`src/design/dcache_pkg.sv`:
```
`default_nettype none

package dcache_pkg;

    // request operation
    typedef enum logic [1:0] {
        op_lookup,
        op_store,
        op_refill
    } dcache_op_e;

    // byte address
    localparam int ADDR_W = 32;

    localparam int WORD_W = 32;
    typedef logic [WORD_W-1:0] word_t;
    typedef logic [WORD_W/8-1:0] strb_t;

    // two ways only, the lru scheme is a single bit
    localparam int WAYS = 2;

    // default geometry, 128 sets of 8 words
    localparam int DEF_INDEX_W = 7;
    localparam int DEF_WORDS = 8;

endpackage

`default_nettype wire

```
`src/design/dcache_if.sv`:
```
`timescale 1ns/1ps
`default_nettype none

// array read, index in and per-way results one cycle later
interface array_rd_if #(
    parameter int INDEX_W = dcache_pkg::DEF_INDEX_W,
    parameter int WORDS = dcache_pkg::DEF_WORDS
);
    import dcache_pkg::*;

    localparam int TAG_W = ADDR_W - INDEX_W - $clog2(WORDS) - 2;

    typedef logic [TAG_W-1:0] tag_t;
    typedef word_t [WORDS-1:0] line_t;

    logic [INDEX_W-1:0] index;
    logic en;

    // set the read data below belongs to
    logic [INDEX_W-1:0] index_q;
    tag_t [WAYS-1:0] tag;
    logic [WAYS-1:0] valid;
    logic [WAYS-1:0] dirty;
    line_t [WAYS-1:0] line;
    logic lru;

    modport req (output index, en);
    modport mem (input index, en, output index_q, tag, valid, dirty, line, lru);
    modport hit (input index_q, tag, valid, dirty, line, lru);
endinterface


`default_nettype wire

```
`src/design/dcache_request.sv`:
```
`timescale 1ns/1ps
`default_nettype none

module dcache_request #(
    parameter int INDEX_W = dcache_pkg::DEF_INDEX_W,
    parameter int WORDS = dcache_pkg::DEF_WORDS,
    localparam int OFF_W = $clog2(WORDS),
    localparam int TAG_W = dcache_pkg::ADDR_W - INDEX_W - OFF_W - 2
) (
    input  logic                            clk,
    input  logic                            rst_n,
    input  logic                            req_valid,
    input  dcache_pkg::dcache_op_e          req_op,
    input  logic [dcache_pkg::ADDR_W-1:0]   req_addr,
    input  dcache_pkg::word_t               req_wdata,
    input  dcache_pkg::strb_t               req_strb,
    input  dcache_pkg::word_t [WORDS-1:0]   req_line,
    output logic                            req_ready,
    output logic                            s1_valid,
    output dcache_pkg::dcache_op_e          s1_op,
    output logic [TAG_W-1:0]                s1_tag,
    output logic [OFF_W-1:0]                s1_word,
    output dcache_pkg::word_t               s1_wdata,
    output dcache_pkg::strb_t               s1_strb,
    output dcache_pkg::word_t [WORDS-1:0]   s1_line,
    array_rd_if.req                         rd
);
    import dcache_pkg::*;

    logic accept;
    logic stall_q;

    assign accept = req_valid && req_ready;

    // a write needs one cycle to land before the next read of its set
    assign req_ready = !stall_q;

    // address split: tag | index | word | byte
    assign rd.index = req_addr[OFF_W+2 +: INDEX_W];
    assign rd.en = accept;

    always_ff @(posedge clk) begin
        if (!rst_n) begin
            stall_q <= 1'b0;
            s1_valid <= 1'b0;
        end else begin
            stall_q <= accept && (req_op != op_lookup);
            s1_valid <= accept;
        end
    end

    always_ff @(posedge clk) begin
        if (accept) begin
            s1_op <= req_op;
            s1_tag <= req_addr[ADDR_W-1 -: TAG_W];
            s1_word <= req_addr[2 +: OFF_W];
            s1_wdata <= req_wdata;
            s1_strb <= req_strb;
            s1_line <= req_line;
        end
    end

endmodule

`default_nettype wire

```
`src/flat_wrapper.sv`:
```
// flat-port wrapper written by rule: the top's interface ports become plain ports
module dcache_request_flat import dcache_pkg::*;
#(
    parameter int INDEX_W = dcache_pkg::DEF_INDEX_W,
    parameter int WORDS = dcache_pkg::DEF_WORDS,
    localparam int OFF_W = $clog2(WORDS),
    localparam int TAG_W = dcache_pkg::ADDR_W - INDEX_W - OFF_W - 2
)
  (clk, rst_n, req_valid, req_op, req_addr, req_wdata, req_strb, req_line, req_ready, s1_valid, s1_op, s1_tag, s1_word, s1_wdata, s1_strb, s1_line, rd_index, rd_en);
  array_rd_if #(.INDEX_W(INDEX_W), .WORDS(WORDS)) rd_i ();
  input  logic clk;
  input  logic rst_n;
  input  logic req_valid;
  input  dcache_pkg::dcache_op_e req_op;
  input  logic [dcache_pkg::ADDR_W-1:0] req_addr;
  input  dcache_pkg::word_t req_wdata;
  input  dcache_pkg::strb_t req_strb;
  input  dcache_pkg::word_t [WORDS-1:0] req_line;
  output logic req_ready;
  output logic s1_valid;
  output dcache_pkg::dcache_op_e s1_op;
  output logic [TAG_W-1:0] s1_tag;
  output logic [OFF_W-1:0] s1_word;
  output dcache_pkg::word_t s1_wdata;
  output dcache_pkg::strb_t s1_strb;
  output dcache_pkg::word_t [WORDS-1:0] s1_line;
  output wire logic [$bits(rd_i.index)-1:0] rd_index;
  output wire logic [$bits(rd_i.en)-1:0] rd_en;
  assign rd_index = rd_i.index;
  assign rd_en = rd_i.en;
  dcache_request #(.INDEX_W(INDEX_W), .WORDS(WORDS)) u_core (.clk(clk), .rst_n(rst_n), .req_valid(req_valid), .req_op(req_op), .req_addr(req_addr), .req_wdata(req_wdata), .req_strb(req_strb), .req_line(req_line), .req_ready(req_ready), .s1_valid(s1_valid), .s1_op(s1_op), .s1_tag(s1_tag), .s1_word(s1_word), .s1_wdata(s1_wdata), .s1_strb(s1_strb), .s1_line(s1_line), .rd(rd_i));
endmodule
```
`config.mk`:
```
export PLATFORM = sky130hd
export DESIGN_NAME = dcache_request_flat
export DESIGN_NICKNAME = d
export VERILOG_FILES = /design/src/design/dcache_pkg.sv /design/src/design/dcache_if.sv /design/src/design/dcache_request.sv /design/src/flat_wrapper.sv
export SDC_FILE = /design/constraint.sdc
export NUM_CORES = 1
export LEC_CHECK = 0
export ABC_CLOCK_PERIOD_IN_PS = 6150
export BUFFER_PORTS_ARGS = -buffer_cell sky130_fd_sc_hd__buf_2
export CAP_MARGIN = 40
export CORE_AREA = 4 4 252 254
export DETAILED_ROUTE_END_ITERATION = 6
export DIE_AREA = 0 0 256 258
export GPL_TIMING_DRIVEN = 1
export PLACE_DENSITY_LB_ADDON = 0.2
export RECOVER_POWER = 50
export SYNTH_ARGS = -nofsm -noshare
export SYNTH_HDL_FRONTEND = slang
export SYNTH_SLANG_ARGS = --single-unit
```
`constraint.sdc`:
```
create_clock -name clk -period 6.15 [get_ports clk]
set_input_delay 0 -clock clk [delete_from_list [all_inputs] [get_ports clk]]
set_output_delay 0 -clock clk [all_outputs]
set_load 0.01 [all_outputs]
```
Word level (Yosys, flattened, before mapping)
Index checks and enable logic that the tools add are counted.
{ "word_totals": {"out_inout_bits": 327, "reg_bits": 319, "wordCells": 19, "in_bits": 329} }
{ "classes": {"n_reduce_logical": 4} }
{ "ops": {"columns": ["cell", "count"], "rows": [
  ["logical AND 1 bit", 2],
  ["nonzero test 2 bit", 1],
  ["zero test 1 bit", 1]
]} }

Longest topological paths before layout
{ "logic_depth": {"word_depth": 3, "depth_mapped": 2, "ltp_nobuf": 2} }

Worst setup path before layout
OpenSTA, ideal clock, no wires.
{ "synth_timing": {"path_kind": "register -> register", "from": "register u_core.stall_q", "to": "register u_core.s1_line[0] (netlist name) (enable)", "path_buffers": 0, "arrival_ns": 4.100, "path_stages_with_launch": 2, "period_less_slack_ns": 4.643, "path_slack_ns": 1.507, "path_cell_list": "dfxtp_1 and2b_2"} }
{ "synth_via": {"elab_chain_len": 2} }
{ "synth_lines": {"columns": ["element", "line", "text"], "rows": [
  ["start: declaration", "dcache_request.sv:31", "logic stall_q;"],
  ["start signal: assignment", "dcache_request.sv:47", "stall_q <= accept && (req_op != op_lookup);"],
  ["zero test 1 bit", "dcache_request.sv:36", "assign req_ready = !stall_q;"],
  ["logical AND 1 bit", "dcache_request.sv:33", "assign accept = req_valid && req_ready;"],
  ["named net rd_en", "flat_wrapper.sv:28", "output wire logic [$bits(rd_i.en)-1:0] rd_en;"],
  ["end signal: assignment", "dcache_request.sv:59", "s1_line <= req_line;"],
  ["end: declaration", "dcache_request.sv:25", "output dcache_pkg::word_t [WORDS-1:0] s1_line,"]
]} }
The timed path passes the listed nets, and every way through them passes these cells.
A chain may end at the register's enable or synchronous reset.

Final worst setup path
{ "layout_timing": {"from": "register u_core.stall_q", "to": "output rd_en"} }
{ "layout_via": {"elab_chain_len": 2} }
{ "layout_lines": {"columns": ["element", "line"], "rows": [
  ["zero test 1 bit", "dcache_request.sv:36"],
  ["logical AND 1 bit", "dcache_request.sv:33"],
  ["end: declaration", "flat_wrapper.sv:28"]
]} }
Every way passes these cells.

==> reports/results.tsv <==
metric	value	unit
status	complete, no violations	
crit path DAT	2.19	ns
Num CTS Buffers	38	
post-route setup TNS	0	ns
Final #Nets	1652	
first-pass GRT wire length	49700	microns
post-route antenna net violation count	0	
Max Freq	456	MHz
area grow syn2layout	87.0	%
Final period util	0.357	
Finish-stage setup viols	0	
minimum clock period	2.19	ns
Cells after Synth	330	
Port-buffer cells	639	
Slew Limit Fails	0	
clock root buffer	clkbuf_16	
total global routing overflow	0	
dpl hpwl	24200	microns
io pins	656	
Starting Density	0.157	
final WL	33900	microns
vias per std cell	3.33	
drt pass-1 iters	4	
core area	0.0613	sq mm
worst-skew pair later-pin latency	0.54	ns
Leak	0.00707	uW
Max H-tree Level	2	
largest net degree at the start of global routing	163	
#FFs+latches synth	319	
critical path class	reg -> out	
critical path capture point type	primary output	
placed cells	1754	
Vias	7155	
clk sink count	319	
# Max-Cap Violations	0	
vias in the first global route	8090	
Post-Place Setup Slack	4.40	ns
die area	0.0660	sq mm
clock-pin slew on the worst setup and hold paths	0.05	ns
Die Y	258	microns
syn avg cell area	29.2	sq um
worst-path fanout max	156	
worst vdd ir	200	uV
Worst Setup Slack, final	3.96	ns
drt wl/cell	15.8	microns
initial drt markers	317	
Clock Path Buffers	3	
share of cells above drive strength 1	0.382	
sequential element share of the synthesized area	0.991	
slowest stage delay, CP	0.48	ns
die width	256	microns
Hold Crit Class	in -> out	
cell row count	91	
yosys synthesis warning count	0	
worst-margin pin slew	1.16	ns
final weighted congestion in routability-driven placement	0.774	
hold violation total from the final report	0	
Mapped Area	0.00964	sq mm
TritonCTS clock tree	done	
RSZ-0062 raised after global routing	no	
power per cell area	296	mW/mm^2
DRC violations left	0	
DP Area	0.0138	sq mm
Relative slew margins	0.224	
WP data required	6.15	ns
final instance count without filler cells	2147	
CP cell instances	and2b_4, buf_12, buf_2	
Netlist cell types	7	
Slowest cell on crit path	buf_12	
initial antenna violation count	8	
Clock Skew	0.00667	ns
GRT Overall Usage	0.0978	
Startpoint Class	flip-flop	
final instance area	0.0180	sq mm
syn_nets	659	
path summary, 6_finish.rpt:
path	start	to	slack (ns)	cells past startpoint
worst min register to register	u_core.stall_q$_SDFF_PN0_	u_core.s1_line[55]$_DFFE_PP_	1.02	2
worst min-delay path	req_addr[11]	rd_index[6]	0.00002	0
worst max-delay path	u_core.stall_q$_SDFF_PN0_	rd_en	3.96	3
worst max register to register	u_core.stall_q$_SDFF_PN0_	u_core.s1_tag[17]$_DFFE_PP_	4.31	2
critical path, delay by kind of cell (launching register included):
family        cells  cell delay, ns
flops             1            0.32
simple gates      1            0.28
buf+inv           2            0.76
cell usage after synthesis:
library cell | count | share of area
buf_4 | 7 | 0.0055
dfxtp_1 | 2 | 0.0042
and3b_2 | 1 | 0.0010
edfxtp_1 | 317 | 0.99
inv_1 | 1 | 0.00039
o21a_1 | 1 | 0.00078
and2b_2 | 1 | 0.00091
layer usage:
layer	part of all wire	track usage	wire, microns
met1	0.36	0.105	12300
met2	0.51	0.173	17300
met3	0.094	0.0393	3180
met4	0.034	0.0395	1160
met5	0.00035	0	12
cell families after synthesis:
kind of cell	synth area share
compound gates	0.000779
buf+inv	0.00584
flops	0.991
simple gates	0.00195
sequential cells by signal (all words and copies together), names as in the netlist:
name,cells
u_core.s1_tag,20
u_core.s1_word,3
u_core.s1_strb,4
u_core.s1_line,256
u_core.s1_op,2
u_core.s1_valid,1
u_core.stall_q,1
u_core.s1_wdata,32
report_power, final:
part / internal (uW) / total (uW) / switching [uW]
combinational: 268 / 516 / 248
sequential: 2550 / 2580 / 32.2
clock: 1340 / 2230 / 896
cells in the final DEF, fill, tap and decap left out, drive strengths merged:
master,Yosys,layout
buf,7,463
dlygate4sd3,0,319
edfxtp,317,317
clkbuf,0,228
clkinv,0,15
diode,0,4
bufinv,0,3
clkinvlp,0,2
dfxtp,2,2
and2b,1,1
and3b,1,1
o21a,1,1
inv,1,1
metrics by stage:
stage,power [uW],hold slack [ns],util
after global placement,3000,0.0000686,0.226
final,5330,0.0000166,0.294
after CTS,5470,0.0000686,0.298
after detailed placement,3000,0.0000686,0.226
after global routing,5580,0.0000629,0.294
after floorplan,2760,0.0918,-
timing repair:
action,in CTS,in global routing
hold buffers,319,0
hold endpoints to repair,319,0
setup endpoints to repair,0,0
setup buffers,0,0
resized for setup,0,0
final cells by class:
class	count	area (sq um)
Clock inverter	20	171
Clock buffer	50	1060
Tap cell	790	988
Timing Repair Buffer	960	6210
Sequential cell	319	9560
Fill cell	6244	43200
Inverter	1	3.75
Multi-Input combinational cell	3	27.5
Antenna cell	4	10.0
(Power assumes the default switching activity.)
