[config.mk]
export PLATFORM = sky130hd
export DESIGN_NAME = dcache_hit_flat
export DESIGN_NICKNAME = d
export VERILOG_FILES = /design/src/design/dcache_pkg.sv /design/src/design/dcache_if.sv /design/src/design/dcache_hit.sv /design/src/flat_wrapper.sv
export SDC_FILE = /design/constraint.sdc
export NUM_CORES = 1
export LEC_CHECK = 0
export BUFFER_PORTS_ARGS = -buffer_cell sky130_fd_sc_hd__buf_2
export CAP_MARGIN = 20
export CELL_PAD_IN_SITES_DETAIL_PLACEMENT = 1
export CELL_PAD_IN_SITES_GLOBAL_PLACEMENT = 1
export CORE_AREA = 4 4 585 587
export DETAILED_ROUTE_END_ITERATION = 8
export DIE_AREA = 0 0 589 591
export PLACE_DENSITY_LB_ADDON = 0.1
export SLEW_MARGIN = 10
export SYNTH_ARGS = -nofsm -noshare
export SYNTH_HDL_FRONTEND = slang
export SYNTH_SLANG_ARGS = --single-unit
[constraint.sdc]
create_clock -name vclk -period 3.5
set_input_delay 0.35 -clock vclk [all_inputs]
set_output_delay 0.35 -clock vclk [all_outputs]
set_load 0.02 [all_outputs]
[src/design/dcache_pkg.sv]
`default_nettype none

package dcache_pkg;

    // request operation
    typedef enum logic [1:0] {
        op_lookup,
        op_store,
        op_refill
    } dcache_op_e;

    // byte address
    localparam int ADDR_W = 32;

    localparam int WORD_W = 32;
    typedef logic [WORD_W-1:0] word_t;
    typedef logic [WORD_W/8-1:0] strb_t;

    // two ways only, the lru scheme is a single bit
    localparam int WAYS = 2;

    // default geometry, 128 sets of 8 words
    localparam int DEF_INDEX_W = 7;
    localparam int DEF_WORDS = 8;

endpackage

`default_nettype wire

[src/design/dcache_if.sv]
`timescale 1ns/1ps
`default_nettype none

// array read, index in and per-way results one cycle later
interface array_rd_if #(
    parameter int INDEX_W = dcache_pkg::DEF_INDEX_W,
    parameter int WORDS = dcache_pkg::DEF_WORDS
);
    import dcache_pkg::*;

    localparam int TAG_W = ADDR_W - INDEX_W - $clog2(WORDS) - 2;

    typedef logic [TAG_W-1:0] tag_t;
    typedef word_t [WORDS-1:0] line_t;

    logic [INDEX_W-1:0] index;
    logic en;

    // set the read data below belongs to
    logic [INDEX_W-1:0] index_q;
    tag_t [WAYS-1:0] tag;
    logic [WAYS-1:0] valid;
    logic [WAYS-1:0] dirty;
    line_t [WAYS-1:0] line;
    logic lru;

    modport req (output index, en);
    modport mem (input index, en, output index_q, tag, valid, dirty, line, lru);
    modport hit (input index_q, tag, valid, dirty, line, lru);
endinterface

// array write, takes effect at the clock edge
interface array_wr_if #(
    parameter int INDEX_W = dcache_pkg::DEF_INDEX_W,
    parameter int WORDS = dcache_pkg::DEF_WORDS
);
    import dcache_pkg::*;

    localparam int TAG_W = ADDR_W - INDEX_W - $clog2(WORDS) - 2;

    typedef logic [TAG_W-1:0] tag_t;
    typedef word_t [WORDS-1:0] line_t;

    logic [INDEX_W-1:0] index;
    logic way;
    logic tag_we;
    tag_t tag;
    logic line_we;
    line_t line;
    logic [WORDS-1:0] word_we;
    strb_t strb;
    logic valid_we;
    logic dirty_we;
    logic dirty;
    logic lru_we;
    logic lru;

    modport src (output index, way, tag_we, tag, line_we, line, word_we, strb,
                 valid_we, dirty_we, dirty, lru_we, lru);
    modport mem (input index, way, tag_we, tag, line_we, line, word_we, strb,
                 valid_we, dirty_we, dirty, lru_we, lru);
endinterface

`default_nettype wire

[src/design/dcache_hit.sv]
`timescale 1ns/1ps
`default_nettype none

module dcache_hit #(
    parameter int INDEX_W = dcache_pkg::DEF_INDEX_W,
    parameter int WORDS = dcache_pkg::DEF_WORDS,
    localparam int OFF_W = $clog2(WORDS),
    localparam int TAG_W = dcache_pkg::ADDR_W - INDEX_W - OFF_W - 2
) (
    input  logic                            s1_valid,
    input  dcache_pkg::dcache_op_e          s1_op,
    input  logic [TAG_W-1:0]                s1_tag,
    input  logic [OFF_W-1:0]                s1_word,
    input  dcache_pkg::word_t               s1_wdata,
    input  dcache_pkg::strb_t               s1_strb,
    input  dcache_pkg::word_t [WORDS-1:0]   s1_line,
    array_rd_if.hit                         rd,
    array_wr_if.src                         wr,
    output logic                            resp_valid,
    output dcache_pkg::dcache_op_e          resp_op,
    output logic                            resp_hit,
    output dcache_pkg::word_t               resp_rdata,
    output logic [TAG_W-1:0]                resp_victim_tag,
    output logic                            resp_victim_dirty,
    output dcache_pkg::word_t [WORDS-1:0]   resp_victim_line
);
    import dcache_pkg::*;

    logic [WAYS-1:0] hit_way;
    logic any_hit;
    logic hw;
    logic victim;
    logic is_refill;

    always_comb begin
        for (int w = 0; w < WAYS; w++) begin
            hit_way[w] = rd.valid[w] && (rd.tag[w] == s1_tag);
        end
    end

    assign any_hit = |hit_way;
    assign hw = hit_way[1];
    assign victim = rd.lru;
    assign is_refill = (s1_op == op_refill);

    assign resp_valid = s1_valid;
    assign resp_op = s1_op;
    assign resp_hit = any_hit && !is_refill;
    assign resp_rdata = resp_hit ? rd.line[hw][s1_word] : '0;

    // victim report only for a refill; an invalid way is never dirty
    assign resp_victim_tag = is_refill ? rd.tag[victim] : '0;
    assign resp_victim_dirty = is_refill && rd.valid[victim] && rd.dirty[victim];
    assign resp_victim_line = is_refill ? rd.line[victim] : '0;

    always_comb begin
        wr.index = rd.index_q;
        wr.way = hw;
        wr.tag_we = 1'b0;
        wr.tag = s1_tag;
        wr.line_we = 1'b0;
        wr.line = {WORDS{s1_wdata}};
        wr.word_we = '0;
        wr.strb = s1_strb;
        wr.valid_we = 1'b0;
        wr.dirty_we = 1'b0;
        wr.dirty = 1'b1;
        wr.lru_we = 1'b0;
        wr.lru = !hw;
        if (s1_valid) begin
            case (s1_op)
                op_lookup: begin
                    wr.lru_we = any_hit;
                end
                op_store: begin
                    // strobed word write into the hit way
                    wr.lru_we = any_hit;
                    wr.line_we = any_hit;
                    wr.word_we[s1_word] = 1'b1;
                    wr.dirty_we = any_hit;
                end
                op_refill: begin
                    wr.way = victim;
                    wr.tag_we = 1'b1;
                    wr.line_we = 1'b1;
                    wr.line = s1_line;
                    wr.word_we = '1;
                    wr.strb = '1;
                    wr.valid_we = 1'b1;
                    wr.dirty_we = 1'b1;
                    wr.dirty = 1'b0;
                    wr.lru_we = 1'b1;
                    wr.lru = !victim;
                end
                default: begin
                    wr.lru_we = 1'b0;
                end
            endcase
        end
    end

endmodule

`default_nettype wire

[src/flat_wrapper.sv]
// flat-port wrapper written by rule: the top's interface ports become plain ports
module dcache_hit_flat import dcache_pkg::*;
#(
    parameter int INDEX_W = dcache_pkg::DEF_INDEX_W,
    parameter int WORDS = dcache_pkg::DEF_WORDS,
    localparam int OFF_W = $clog2(WORDS),
    localparam int TAG_W = dcache_pkg::ADDR_W - INDEX_W - OFF_W - 2
)
  (s1_valid, s1_op, s1_tag, s1_word, s1_wdata, s1_strb, s1_line, resp_valid, resp_op, resp_hit, resp_rdata, resp_victim_tag, resp_victim_dirty, resp_victim_line, rd_index_q, rd_tag, rd_valid, rd_dirty, rd_line, rd_lru, wr_index, wr_way, wr_tag_we, wr_tag, wr_line_we, wr_line, wr_word_we, wr_strb, wr_valid_we, wr_dirty_we, wr_dirty, wr_lru_we, wr_lru);
  array_rd_if #(.INDEX_W(INDEX_W), .WORDS(WORDS)) rd_i ();
  array_wr_if #(.INDEX_W(INDEX_W), .WORDS(WORDS)) wr_i ();
  input  logic s1_valid;
  input  dcache_pkg::dcache_op_e s1_op;
  input  logic [TAG_W-1:0] s1_tag;
  input  logic [OFF_W-1:0] s1_word;
  input  dcache_pkg::word_t s1_wdata;
  input  dcache_pkg::strb_t s1_strb;
  input  dcache_pkg::word_t [WORDS-1:0] s1_line;
  output logic resp_valid;
  output dcache_pkg::dcache_op_e resp_op;
  output logic resp_hit;
  output dcache_pkg::word_t resp_rdata;
  output logic [TAG_W-1:0] resp_victim_tag;
  output logic resp_victim_dirty;
  output dcache_pkg::word_t [WORDS-1:0] resp_victim_line;
  input wire logic [$bits(rd_i.index_q)-1:0] rd_index_q;
  input wire logic [$bits(rd_i.tag)-1:0] rd_tag;
  input wire logic [$bits(rd_i.valid)-1:0] rd_valid;
  input wire logic [$bits(rd_i.dirty)-1:0] rd_dirty;
  input wire logic [$bits(rd_i.line)-1:0] rd_line;
  input wire logic [$bits(rd_i.lru)-1:0] rd_lru;
  output wire logic [$bits(wr_i.index)-1:0] wr_index;
  output wire logic [$bits(wr_i.way)-1:0] wr_way;
  output wire logic [$bits(wr_i.tag_we)-1:0] wr_tag_we;
  output wire logic [$bits(wr_i.tag)-1:0] wr_tag;
  output wire logic [$bits(wr_i.line_we)-1:0] wr_line_we;
  output wire logic [$bits(wr_i.line)-1:0] wr_line;
  output wire logic [$bits(wr_i.word_we)-1:0] wr_word_we;
  output wire logic [$bits(wr_i.strb)-1:0] wr_strb;
  output wire logic [$bits(wr_i.valid_we)-1:0] wr_valid_we;
  output wire logic [$bits(wr_i.dirty_we)-1:0] wr_dirty_we;
  output wire logic [$bits(wr_i.dirty)-1:0] wr_dirty;
  output wire logic [$bits(wr_i.lru_we)-1:0] wr_lru_we;
  output wire logic [$bits(wr_i.lru)-1:0] wr_lru;
  assign rd_i.index_q = rd_index_q;
  assign rd_i.tag = rd_tag;
  assign rd_i.valid = rd_valid;
  assign rd_i.dirty = rd_dirty;
  assign rd_i.line = rd_line;
  assign rd_i.lru = rd_lru;
  assign wr_index = wr_i.index;
  assign wr_way = wr_i.way;
  assign wr_tag_we = wr_i.tag_we;
  assign wr_tag = wr_i.tag;
  assign wr_line_we = wr_i.line_we;
  assign wr_line = wr_i.line;
  assign wr_word_we = wr_i.word_we;
  assign wr_strb = wr_i.strb;
  assign wr_valid_we = wr_i.valid_we;
  assign wr_dirty_we = wr_i.dirty_we;
  assign wr_dirty = wr_i.dirty;
  assign wr_lru_we = wr_i.lru_we;
  assign wr_lru = wr_i.lru;
  dcache_hit #(.INDEX_W(INDEX_W), .WORDS(WORDS)) u_core (.s1_valid(s1_valid), .s1_op(s1_op), .s1_tag(s1_tag), .s1_word(s1_word), .s1_wdata(s1_wdata), .s1_strb(s1_strb), .s1_line(s1_line), .rd(rd_i), .wr(wr_i), .resp_valid(resp_valid), .resp_op(resp_op), .resp_hit(resp_hit), .resp_rdata(resp_rdata), .resp_victim_tag(resp_victim_tag), .resp_victim_dirty(resp_victim_dirty), .resp_victim_line(resp_victim_line));
endmodule
* Word level (Yosys, flattened, before mapping) *
Index checks and enable logic that the tools add are counted.

word-level totals
  bits in registers = 0
  input bits = 882
  output and inout port bits = 616
  logic and storage cells = 55

cells by class
  $lt $le $gt $ge = 4
  equality and inequality tests = 4
  muxes and demuxes = 35
  reductions and logical operators = 12

operators with widths
  kind                count
  $mux 256            7
  $bmux 32 s3         1
  $mux 32             2
  $mux 20             3
  $eq 20x20->1        2
  $pmux 8 s2          1
  $mux 1              15
  $mux 4              2
  $mux 8              1
  $logic_and 1x1->1   6
  $lt 1x2->1 const B  2
  $lt 3x4->1 const B  1
  $pmux 1 s2          2
  $reduce_or 2->1     2
  $demux 1 s3         1
  $ge 3x1->1 const B  1
  $logic_not 1->1     3
  $eq 2x1->1 const B  1
  $eq 2x2->1 const B  1
  $logic_not 2->1     1

* Depth between registers and ports, before layout *
Gate-level depths: netlist of run 1.

  word-level depth = 7
  gate-level depth with buffers = 11
  gate-level depth less buffers = 7

* Worst setup path before layout of run 1 *
No wires, ideal clock.

  path kind = input to output
  start = input rd_tag[28]
  end = output resp_rdata[19]
  arrival = 2,582 ps
  required time = 3,150 ps
  path slack = 568 ps
  stages = 9
  path buffers = 2
  path through = xnor2_1 -> nand4_1 -> or4_1 -> buf_2 -> o22a_1 -> or2_1 -> buf_2 -> a311o_1 -> nor4b_2

on the way
  longest elaborated chain between the ends = 7
  elaborated cells on any way between the ends = 9
  those cells by class = 1 x eq/ne; 5 x mux; 3 x reduce/logical

ends and longest elaborated chain
  item                                          RTL line            RTL
  start, declared                               flat_wrapper.sv:27  input wire logic [$bits(rd_i.tag)-1:0] rd_tag;
  $eq 20x20->1 *                                dcache_hit.sv:37    hit_way[w] = rd.valid[w] && (rd.tag[w] == s1_tag);
  $logic_and 1x1->1 *                           dcache_hit.sv:37
  $mux 256 (not written as such) (2 in series)  dcache_hit.sv:49    assign resp_rdata = resp_hit ? rd.line[hw][s1_word] : '0;
  $bmux 32 s3                                   dcache_hit.sv:49
  $mux 32 (not written as such)                 dcache_hit.sv:49
  $mux 32 *                                     dcache_hit.sv:49
  end, declared                                 flat_wrapper.sv:22  output dcache_pkg::word_t resp_rdata;

Mark *: on every way between the ends. The rest lies on a longest branch, timed or not. The select of a mux whose other input is x is not followed.

* Worst setup path in the final report of run 1 *
  start = input rd_tag[36]
  end = output resp_rdata[16]

The elaborated chain is that of the path after synthesis.

==> results.py, run 1 <==
metrics = {
    "finish": {
        "fin_util_pct": 8.74,
        "fin_cells": 8120,
        "clkbuf_count": 0,
        "final_cell_area_sq_mm": 0.0294,
        "register_area_sq_um": 0,
        "layout-drive-gt1-share_pct": 55.3,
        "syn2layout_area_growth_pct": 131,
        "nets": 4409,
        "nFillCells": 40700,
        "seq_cells": 0,
        "multi_input_area_sq_mm": 0.0122,
    },
    "floorplanning": {
        "fp.dieArea_sq_mm": 0.348,
        "io_pins": 1498,
        "die_h_um": 591,
        "die_width_um": 589,
        "rows": 213,
        "core_area_sq_mm": 0.336,
        "start_util_pct": 3.78,
    },
    "placed_design": {
        "port_buffers": 1484,
        "dpl-instance-area_sq_mm": 0.0278,
        "place_congestion": 0.915,
        "dpl.hpwl_mm": 284,
        "dp.cells": 8007,
    },
    "power_and_ir_drop": {
        "p_per_area_mw_per_mm2": 146,
        "power_mw": 4.28,
        "ir_drop_mv": 0.0774,
        "power.leakage_nw": 14.4,
    },
    "flow_run": {
        "drv_cap": 0,
    },
    "global_routing": {
        "grt_max_degree": 115,
        "antenna_found_initial": 268,
        "grt_pass1_vias": 25400,
        "grt_pass1_wl_mm": 362,
        "grtUsageTotal_pct": 16.7,
        "gr-total-overflow": 0,
    },
    "setup_path": {
        "cp_max_fo": 7,
        "cp.arrival_ns": 3.44,
        "slowest_stage": "or4_4",
        "cp_top_family": "simple AND/OR/NAND/NOR gates",
        "required_ns": 3.15,
        "max_stage_delay_ns": 0.53,
        "critPathCaptureType": "output pin",
        "crit_buf_inv": 5,
        "path_cells": "buf_8 > xnor2_4 > nand4_1 > buf_4 > or4_4 > o22a_1 > or2_4 > buf_12 > a2111o_1 > buf_12 > a211oi_4 > buf_6",
        "criticalPathCategory": "input pin to output pin",
        "cp-start-kind": "input pin",
        "critical_path.most_common_cell": "buf_12",
    },
    "yosys": {
        "post-synth-top-count-cell": "mux2i_1",
        "synth_fp_nets": 2863,
        "yosys.area.top_type_share_pct": 26.5,
        "netlist_instances": 1979,
        "yosys.area.top_type": "mux2i_1",
        "synth.avg_cell_area_sq_um": 6.42,
        "ys_warn_count": 0,
        "ys_seq_area_share_pct": 0,
        "netlist_area_sq_mm": 0.0127,
        "netlist_top_cells_area": "mux2i_1 (26%), a21o_1 (15%), nor2_1 (8.4%)",
        "synthDistinctLibCells": 50,
        "synth_commonest_cells": "mux2i_1 (336), nor2_1 (284), a21o_1 (256), clkbuf_1 (183), nand2_1 (122)",
    },
    "run_status": {
        "status": "finished, violations left",
        "violations": "negative setup slack",
    },
    "timing": {
        "final_max_slew_viol_count": 0,
        "min_period_ns": 3.79,
        "clock.fmax_ghz": 0.264,
        "rsz0062_at_grt": "true",
        "worst_pin_slew_ns": 1.05,
        "setup_viol": 32,
        "postLayoutSetupSlackWorst_ns": -0.294,
        "period_share_pct": 108,
        "slew_headroom_pct": 29.8,
        "finalHoldViolations": 0,
    },
    "min_path": {
        "hold_class": "input pin to output pin",
        "hold_path_end": "wr_index[1]",
        "holdPathStages": 0,
        "hold_start": "rd_index_q[1]",
    },
    "detailed_routing": {
        "post_drt_via_cell_ratio": 2.87,
        "drc": 0,
        "postRouteAntennaNets": 0,
        "vias": 23300,
        "drt-total-wl_mm": 306,
        "drt_iter0_drc": 1062,
        "drt-wirelength-per-cell_um": 37.7,
        "drtPass1Iterations": 4,
    },
}
per-stage QoR:
| stage | setup WS [ns] | hold slack [ns] | TNS [ns] |
|---|---|---|---|
| floorplan | 0.568 | 0.813 | 0 |
| global placement | -1.33 | 0.700 | -29.04 |
| detailed placement | -1.28 | 0.700 | -28.10 |
| CTS | -0.455 | 0.700 | -11.32 |
| global route | -0.372 | 0.700 | -9.41 |
| finish | -0.294 | 0.700 | -6.14 |
cells in the final DEF (no fill, tap or decap), types with 9 or more instances in the layout:
master	instances
buf_2	1438
mux2i_1	319
nor2_1	280
a21o_1	256
buf_4	241
nand2_1	121
nand2b_1	104
a21oi_1	102
diode_2	82
buf_12	75
nand3_1	68
nor3_1	43
buf_6	42
and3_1	40
and2_1	34
nand3b_1	31
a211oi_1	23
xor2_1	19
o21ai_0	17
a22oi_1	16
xnor2_1	15
a21boi_0	15
a211oi_2	14
a31oi_1	13
a2111o_1	13
mux2i_2	11
buf_8	11
or3_4	10
a221oi_2	9
and4_4	9
final cells by class:
cell class         count  area share [%]
multi-input cells   1704            41.5
repair buffers      1813            38.5
well taps           4515            19.2
diodes                82           0.698
inverters              6           0.102
logic make-up (layout without fill, tap and decap cells):
logic type	count (synthesis)	count (layout)	share of synthesized area [%]
AOI/OAI and AO/OA	533	533	30.4
xor gates and xnor gates	40	40	2.76
adders and majority gates	2	2	0.197
buffers and inverters	275	1819	9.54
muxes	336	336	26.5
other	0	82	0
and+or+nand+nor	793	793	30.6
per-layer routing:
layer,vias up,routed length (um),global-route usage [%]
li1,10200,-,-
met1,11200,98500,15.2
met2,1276,171000,34.1
met3,464,24300,5.86
met4,132,11900,4.57
met5,-,812,0
worst max path at each step:
stage                           to  slack, ns  cells past startpoint       start
finish              resp_rdata[16]      -0.29                     12  rd_tag[36]
global route         resp_rdata[7]      -0.37                     15  rd_tag[36]
CTS                 resp_rdata[16]      -0.46                     12  s1_tag[16]
detailed placement   resp_rdata[7]      -1.28                     15  rd_tag[36]
global placement     resp_rdata[7]      -1.33                     15  rd_tag[36]
floorplan           resp_rdata[19]       0.57                      9  rd_tag[28]
report_power, final:
group          switching [mW]  internal, mW  leakage [nW]
Sequential                  0             0             0
Clock                       0    0.00000269      0.000521
Combinational            2.94          1.34          14.4
Total                    2.94          1.34          14.4
timing repair:
action                     4_1_cts  5_1_grt
gates resized for setup        190       43
hold buffers                     0        0
gates cloned                     4        1
buffers inserted                22        8
setup endpoints to repair       37       32
pin swaps                       45       31
Note: power is estimated with default switching activity, not from simulation.
==> run 2, diff against run 1 <==
--- a/config.mk
+++ b/config.mk
@@ -12,6 +12,7 @@
 export CORE_AREA = 4 4 585 587
 export DETAILED_ROUTE_END_ITERATION = 8
 export DIE_AREA = 0 0 589 591
+export GPL_TIMING_DRIVEN = 0
 export PLACE_DENSITY_LB_ADDON = 0.1
 export SLEW_MARGIN = 10
 export SYNTH_ARGS = -nofsm -noshare
==> results.py, run 2 (synthesis results as in run 1) <==
metrics = {
    "run_status": {
        "status": "finished, violations left",
        "violations": "negative setup slack",
    },
    "floorplanning": {
        "fp.dieArea_sq_mm": 0.348,
        "start_util_pct": 3.78,
        "die_h_um": 591,
        "die_width_um": 589,
        "rows": 213,
        "core_area_sq_mm": 0.336,
        "io_pins": 1498,
    },
    "timing": {
        "worst_pin_slew_ns": 1.03,
        "rsz0062_at_grt": "true",
        "setup_viol": 32,
        "min_period_ns": 3.86,
        "final_max_slew_viol_count": 0,
        "finalHoldViolations": 0,
        "clock.fmax_ghz": 0.259,
        "postLayoutSetupSlackWorst_ns": -0.358,
        "slew_headroom_pct": 31.4,
        "period_share_pct": 110,
    },
    "power_and_ir_drop": {
        "ir_drop_mv": 0.0799,
        "power.leakage_nw": 14.2,
        "p_per_area_mw_per_mm2": 152,
    },
    "setup_path": {
        "required_ns": 3.15,
        "cp-startpoint": "s1_tag[15]",
        "cp_max_fo": 6,
        "cp.arrival_ns": 3.51,
        "criticalPathCategory": "input pin to output pin",
        "cp-start-kind": "input pin",
        "critPathCaptureType": "output pin",
    },
    "finish": {
        "layout-drive-gt1-share_pct": 54.9,
        "seq_cells": 0,
        "syn2layout_area_growth_pct": 133,
        "final_common_cell": "buf_2",
        "fin_util_pct": 8.81,
        "final_cell_area_sq_mm": 0.0296,
        "clkbuf_count": 0,
        "final_cell_mix": "buf_2 (1,463), mux2i_1 (303), nor2_1 (282), a21o_1 (256), nand2_1 (121)",
        "register_area_sq_um": 0,
        "nets": 4446,
    },
    "global_routing": {
        "use_met1_pct": 18.0,
        "grt_pass1_vias": 25800,
        "grtUsageTotal_pct": 18.6,
        "grt-busiest-layer": "met2",
        "grt_max_degree": 17,
        "antenna_found_initial": 310,
        "grt_pass1_wl_mm": 400,
        "grtUsageMet2_pct": 37.5,
        "grtUsageMet3_pct": 5.73,
        "gr-total-overflow": 0,
    },
    "detailed_routing": {
        "vias": 24100,
        "drt-total-wl_mm": 341,
        "drt-wirelength-per-cell_um": 41.8,
        "postRouteAntennaNets": 0,
        "drt_iter0_drc": 1127,
        "drtPass1Iterations": 5,
        "drc": 0,
        "post_drt_via_cell_ratio": 2.95,
    },
    "flow_run": {
        "drv_cap": 0,
    },
    "min_path": {
        "hold_start": "rd_index_q[5]",
        "holdPathStages": 2,
        "hold_class": "input pin to output pin",
        "hold_path_end": "wr_index[5]",
    },
    "placed_design": {
        "place_congestion": 0.897,
        "dpl.hpwl_mm": 315,
        "dpl-instance-area_sq_mm": 0.0265,
        "port_buffers": 1487,
    },
    "cts": {
        "cts_hold_buf": 0,
    },
}
==> run 2: per-stage QoR <==
step,power (mW),hold slack [ns],setup WS [ns],std cells,setup TNS [ns]
after floorplan,1.54,0.813,0.568,1979,0
after CTS,4.73,0.921,-0.518,8052,-11.67
after detailed placement,4.58,0.921,-2.65,8033,-254.92
final,4.52,0.919,-0.358,8157,-7.76
after global routing,4.77,0.930,-0.457,8105,-11.00
after global placement,4.52,0.922,-5.01,7981,-566.79
==> run 2: how the worst max path moves through the flow <==
stage                     slack [ns]              to  cells after the start
final                          -0.36  resp_rdata[16]                     13
after floorplan                 0.57  resp_rdata[19]                      9
after global routing           -0.46  resp_rdata[16]                     13
after CTS                      -0.52  resp_rdata[12]                     13
after global placement         -5.01  resp_rdata[14]                     12
after detailed placement       -2.65  resp_rdata[16]                     14
==> run 2: final cells by class <==
cell class                 instances  area, sq um
inverter                           6         26.3
multi-input combinational       1704        13000
antenna                           82          205
fill                           40700       307000
timing repair buffer            1609         9240
buffer                           241         1520
tap                             4515         5650
==> run 2: repair_timing <==
action | CTS | global route
pin swaps | 49 | 63
setup buffers | 41 | 31
cloned | 2 | 2
gates resized for setup | 429 | 121
endpoints found under the setup margin | 379 | 35
==> run 2: per-layer routing <==
layer / wire (um) / share of wire, % / vias up
met5: 902 / 0.26 / -
met4: 13400 / 3.9 / 150
met3: 24500 / 7.2 / 509
met2: 187000 / 55 / 1392
met1: 115000 / 34 / 11700
li1: - / - / 10300
==> run 2: critical path: stages <==
cell and delay, ns:
buf_12 0.12, xnor2_2 0.14, nand4_1 0.12, buf_6 0.16, or4_4 0.52, buf_12 0.16, o22a_4 0.25, or2_4 0.29
buf_12 0.16, buf_6 0.11, a2111o_2 0.60, a211oi_2 0.28, buf_4 0.19
==> run 2: where the power goes <==
part	internal, mW	total [mW]	switching (mW)	leakage [nW]
logic	1.32	4.52	3.20	14.2
registers	0	0	0	0
clock network	0.00000226	0.00000226	0	0.000535
==> run 3, diff against run 2 <==
--- a/config.mk
+++ b/config.mk
@@ -18,3 +18,4 @@
 export SYNTH_ARGS = -nofsm -noshare
 export SYNTH_HDL_FRONTEND = slang
 export SYNTH_SLANG_ARGS = --single-unit
+export TNS_END_PERCENT = 100
==> constraint.sdc (replaced) <==
create_clock -name vclk -period 4.3
set_input_delay 0.43 -clock vclk [all_inputs]
set_output_delay 0.43 -clock vclk [all_outputs]
set_load 0.02 [all_outputs]
==> results.py, run 3 (synthesis results as in run 1) <==
metrics = {
    "setup_path": {
        "path_cells": "buf_2 > xnor2_2 > nand4_1 > buf_4 > or4_4 > buf_12 > nor2_4 > buf_12 > buf_16 > buf_4 > mux2i_1 > a221oi_2 > and4_1 > buf_2",
        "critPathCaptureType": "output pin",
        "crit_buf_inv": 7,
        "cp-start-kind": "input pin",
        "required_ns": 3.87,
        "cp_max_fo": 10,
        "cp_top_family": "buffers and inverters",
        "slowest_stage": "a221oi_2",
        "cp_num_cells": 14,
        "max_stage_delay_ns": 0.62,
        "criticalPathCategory": "input pin to output pin",
        "cp.arrival_ns": 3.81,
    },
    "finish": {
        "syn2layout_area_growth_pct": 119,
        "seq_cells": 0,
        "nFillCells": 40800,
        "register_area_sq_um": 0,
        "final_common_cell": "buf_2",
        "layout-drive-gt1-share_pct": 51.0,
        "final_cell_area_sq_mm": 0.0279,
        "final_cell_mix": "buf_2 (1,505), mux2i_1 (319), nor2_1 (282), a21o_1 (256), clkbuf_1 (125)",
        "nets": 4409,
        "clkbuf_count": 0,
    },
    "timing": {
        "worst_pin_slew_ns": 1.13,
        "setup_viol": 0,
        "finalHoldViolations": 0,
        "final_max_slew_viol_count": 0,
        "slew_headroom_pct": 24.4,
        "clock.fmax_ghz": 0.236,
        "period_share_pct": 98.5,
        "min_period_ns": 4.24,
    },
    "detailed_routing": {
        "postRouteAntennaNets": 0,
        "vias": 24000,
        "drt_iter0_drc": 1210,
        "drc": 0,
        "post_drt_via_cell_ratio": 2.94,
        "drtPass1Iterations": 5,
        "drt-wirelength-per-cell_um": 41.7,
        "drt-total-wl_mm": 339,
    },
    "placed_design": {
        "place_congestion": 0.897,
        "dpl-instance-area_sq_mm": 0.0265,
        "port_buffers": 1487,
        "dpl.hpwl_mm": 315,
    },
    "floorplanning": {
        "fp.dieArea_sq_mm": 0.348,
        "core_area_sq_mm": 0.336,
        "io_pins": 1498,
        "die_h_um": 591,
        "rows": 213,
        "start_util_pct": 3.78,
        "die_width_um": 589,
    },
    "cts": {
        "cts_hold_buf": 0,
    },
    "power_and_ir_drop": {
        "power_mw": 3.61,
        "p_per_area_mw_per_mm2": 129,
        "ir_drop_mv": 0.0649,
        "power.leakage_nw": 13.5,
    },
    "flow_run": {
        "drv_cap": 0,
    },
    "run_status": {
        "status": "complete, no violations",
    },
    "global_routing": {
        "grt_max_degree": 12,
        "antenna_found_initial": 328,
        "grtUsageTotal_pct": 18.6,
        "grt_pass1_wl_mm": 398,
        "grt_pass1_vias": 25700,
        "gr-total-overflow": 0,
    },
    "min_path": {
        "hold_class": "input pin to output pin",
        "hold_start": "rd_index_q[5]",
        "holdPathStages": 2,
        "hold_path_end": "wr_index[5]",
    },
}
-- run 3: cell count changes in the layout (fill, tap and decap cells not counted), moves of 7 or more --
cell	before	now
mux2i_4	28	11
diode_2	82	96
buf_8	25	18
clkbuf_2	59	41
buf_2	1463	1505
buf_12	29	13
a211oi_1	12	20
nor3_4	11	2
clkbuf_1	76	125
buf_6	54	13
buf_4	97	64
and2_1	26	33
mux2i_1	303	319
-- run 3: per-layer routing --
metal / vias to the layer above / part of all wire, % / GRT usage, %
li1: 10300 / - / -
met1: 11600 / 33 / 18.0
met2: 1425 / 55 / 37.4
met3: 520 / 7.4 / 5.61
met4: 154 / 3.8 / 5.01
met5: - / 0.28 / 0
-- run 3: power by group --
group          total [mW]  switching (mW)  internal [mW]
sequential              0               0              0
combinational        3.61            2.58           1.03
clock          0.00000215               0     0.00000215
-- run 3: worst max-delay path by stage --
| stage | startpoint | end | slack, ns |
|---|---|---|---|
| finish | s1_tag[6] | resp_rdata[7] | 0.06 |
| global placement | rd_tag[25] | resp_rdata[14] | -4.37 |
| global route | s1_tag[6] | resp_rdata[25] | -0.0003 |
| detailed placement | rd_tag[25] | resp_rdata[16] | -2.01 |
| floorplan | rd_tag[28] | resp_rdata[19] | 1.21 |
| CTS | s1_tag[0] | resp_rdata[12] | 0.008 |
-- run 3: layout make-up --
cell class	instances	area (sq um)	area share, %
Tap cell	4515	5650	20.3
Timing Repair Buffer	1551	8250	29.6
Antenna cell	96	240	0.862
Buffer	262	1400	5.02
Multi-Input combinational cell	1704	12300	44.2
Inverter	6	22.5	0.0808
-- run 3: timing repair --
item                       CTS  global route
gates resized for setup    191            26
pin swaps                   14             5
setup buffers               12             0
setup endpoints to repair  165            18
-- run 3: stage by stage --
stage          worst slack, ns  hold slack, ns    TNS, ns  cells  utilization [%]
5_1_grt              -0.000250            1.09  -0.000250   8073             8.24
4_1_cts                0.00769            1.08          0   8039             8.19
3_3_place_gp             -4.37            1.08    -247.83   7981             7.67
2_1_floorplan             1.21           0.973          0   1979                -
3_5_place_dp             -2.01            1.08     -81.74   8033             7.89
6_report                0.0634            1.08          0   8134             8.28
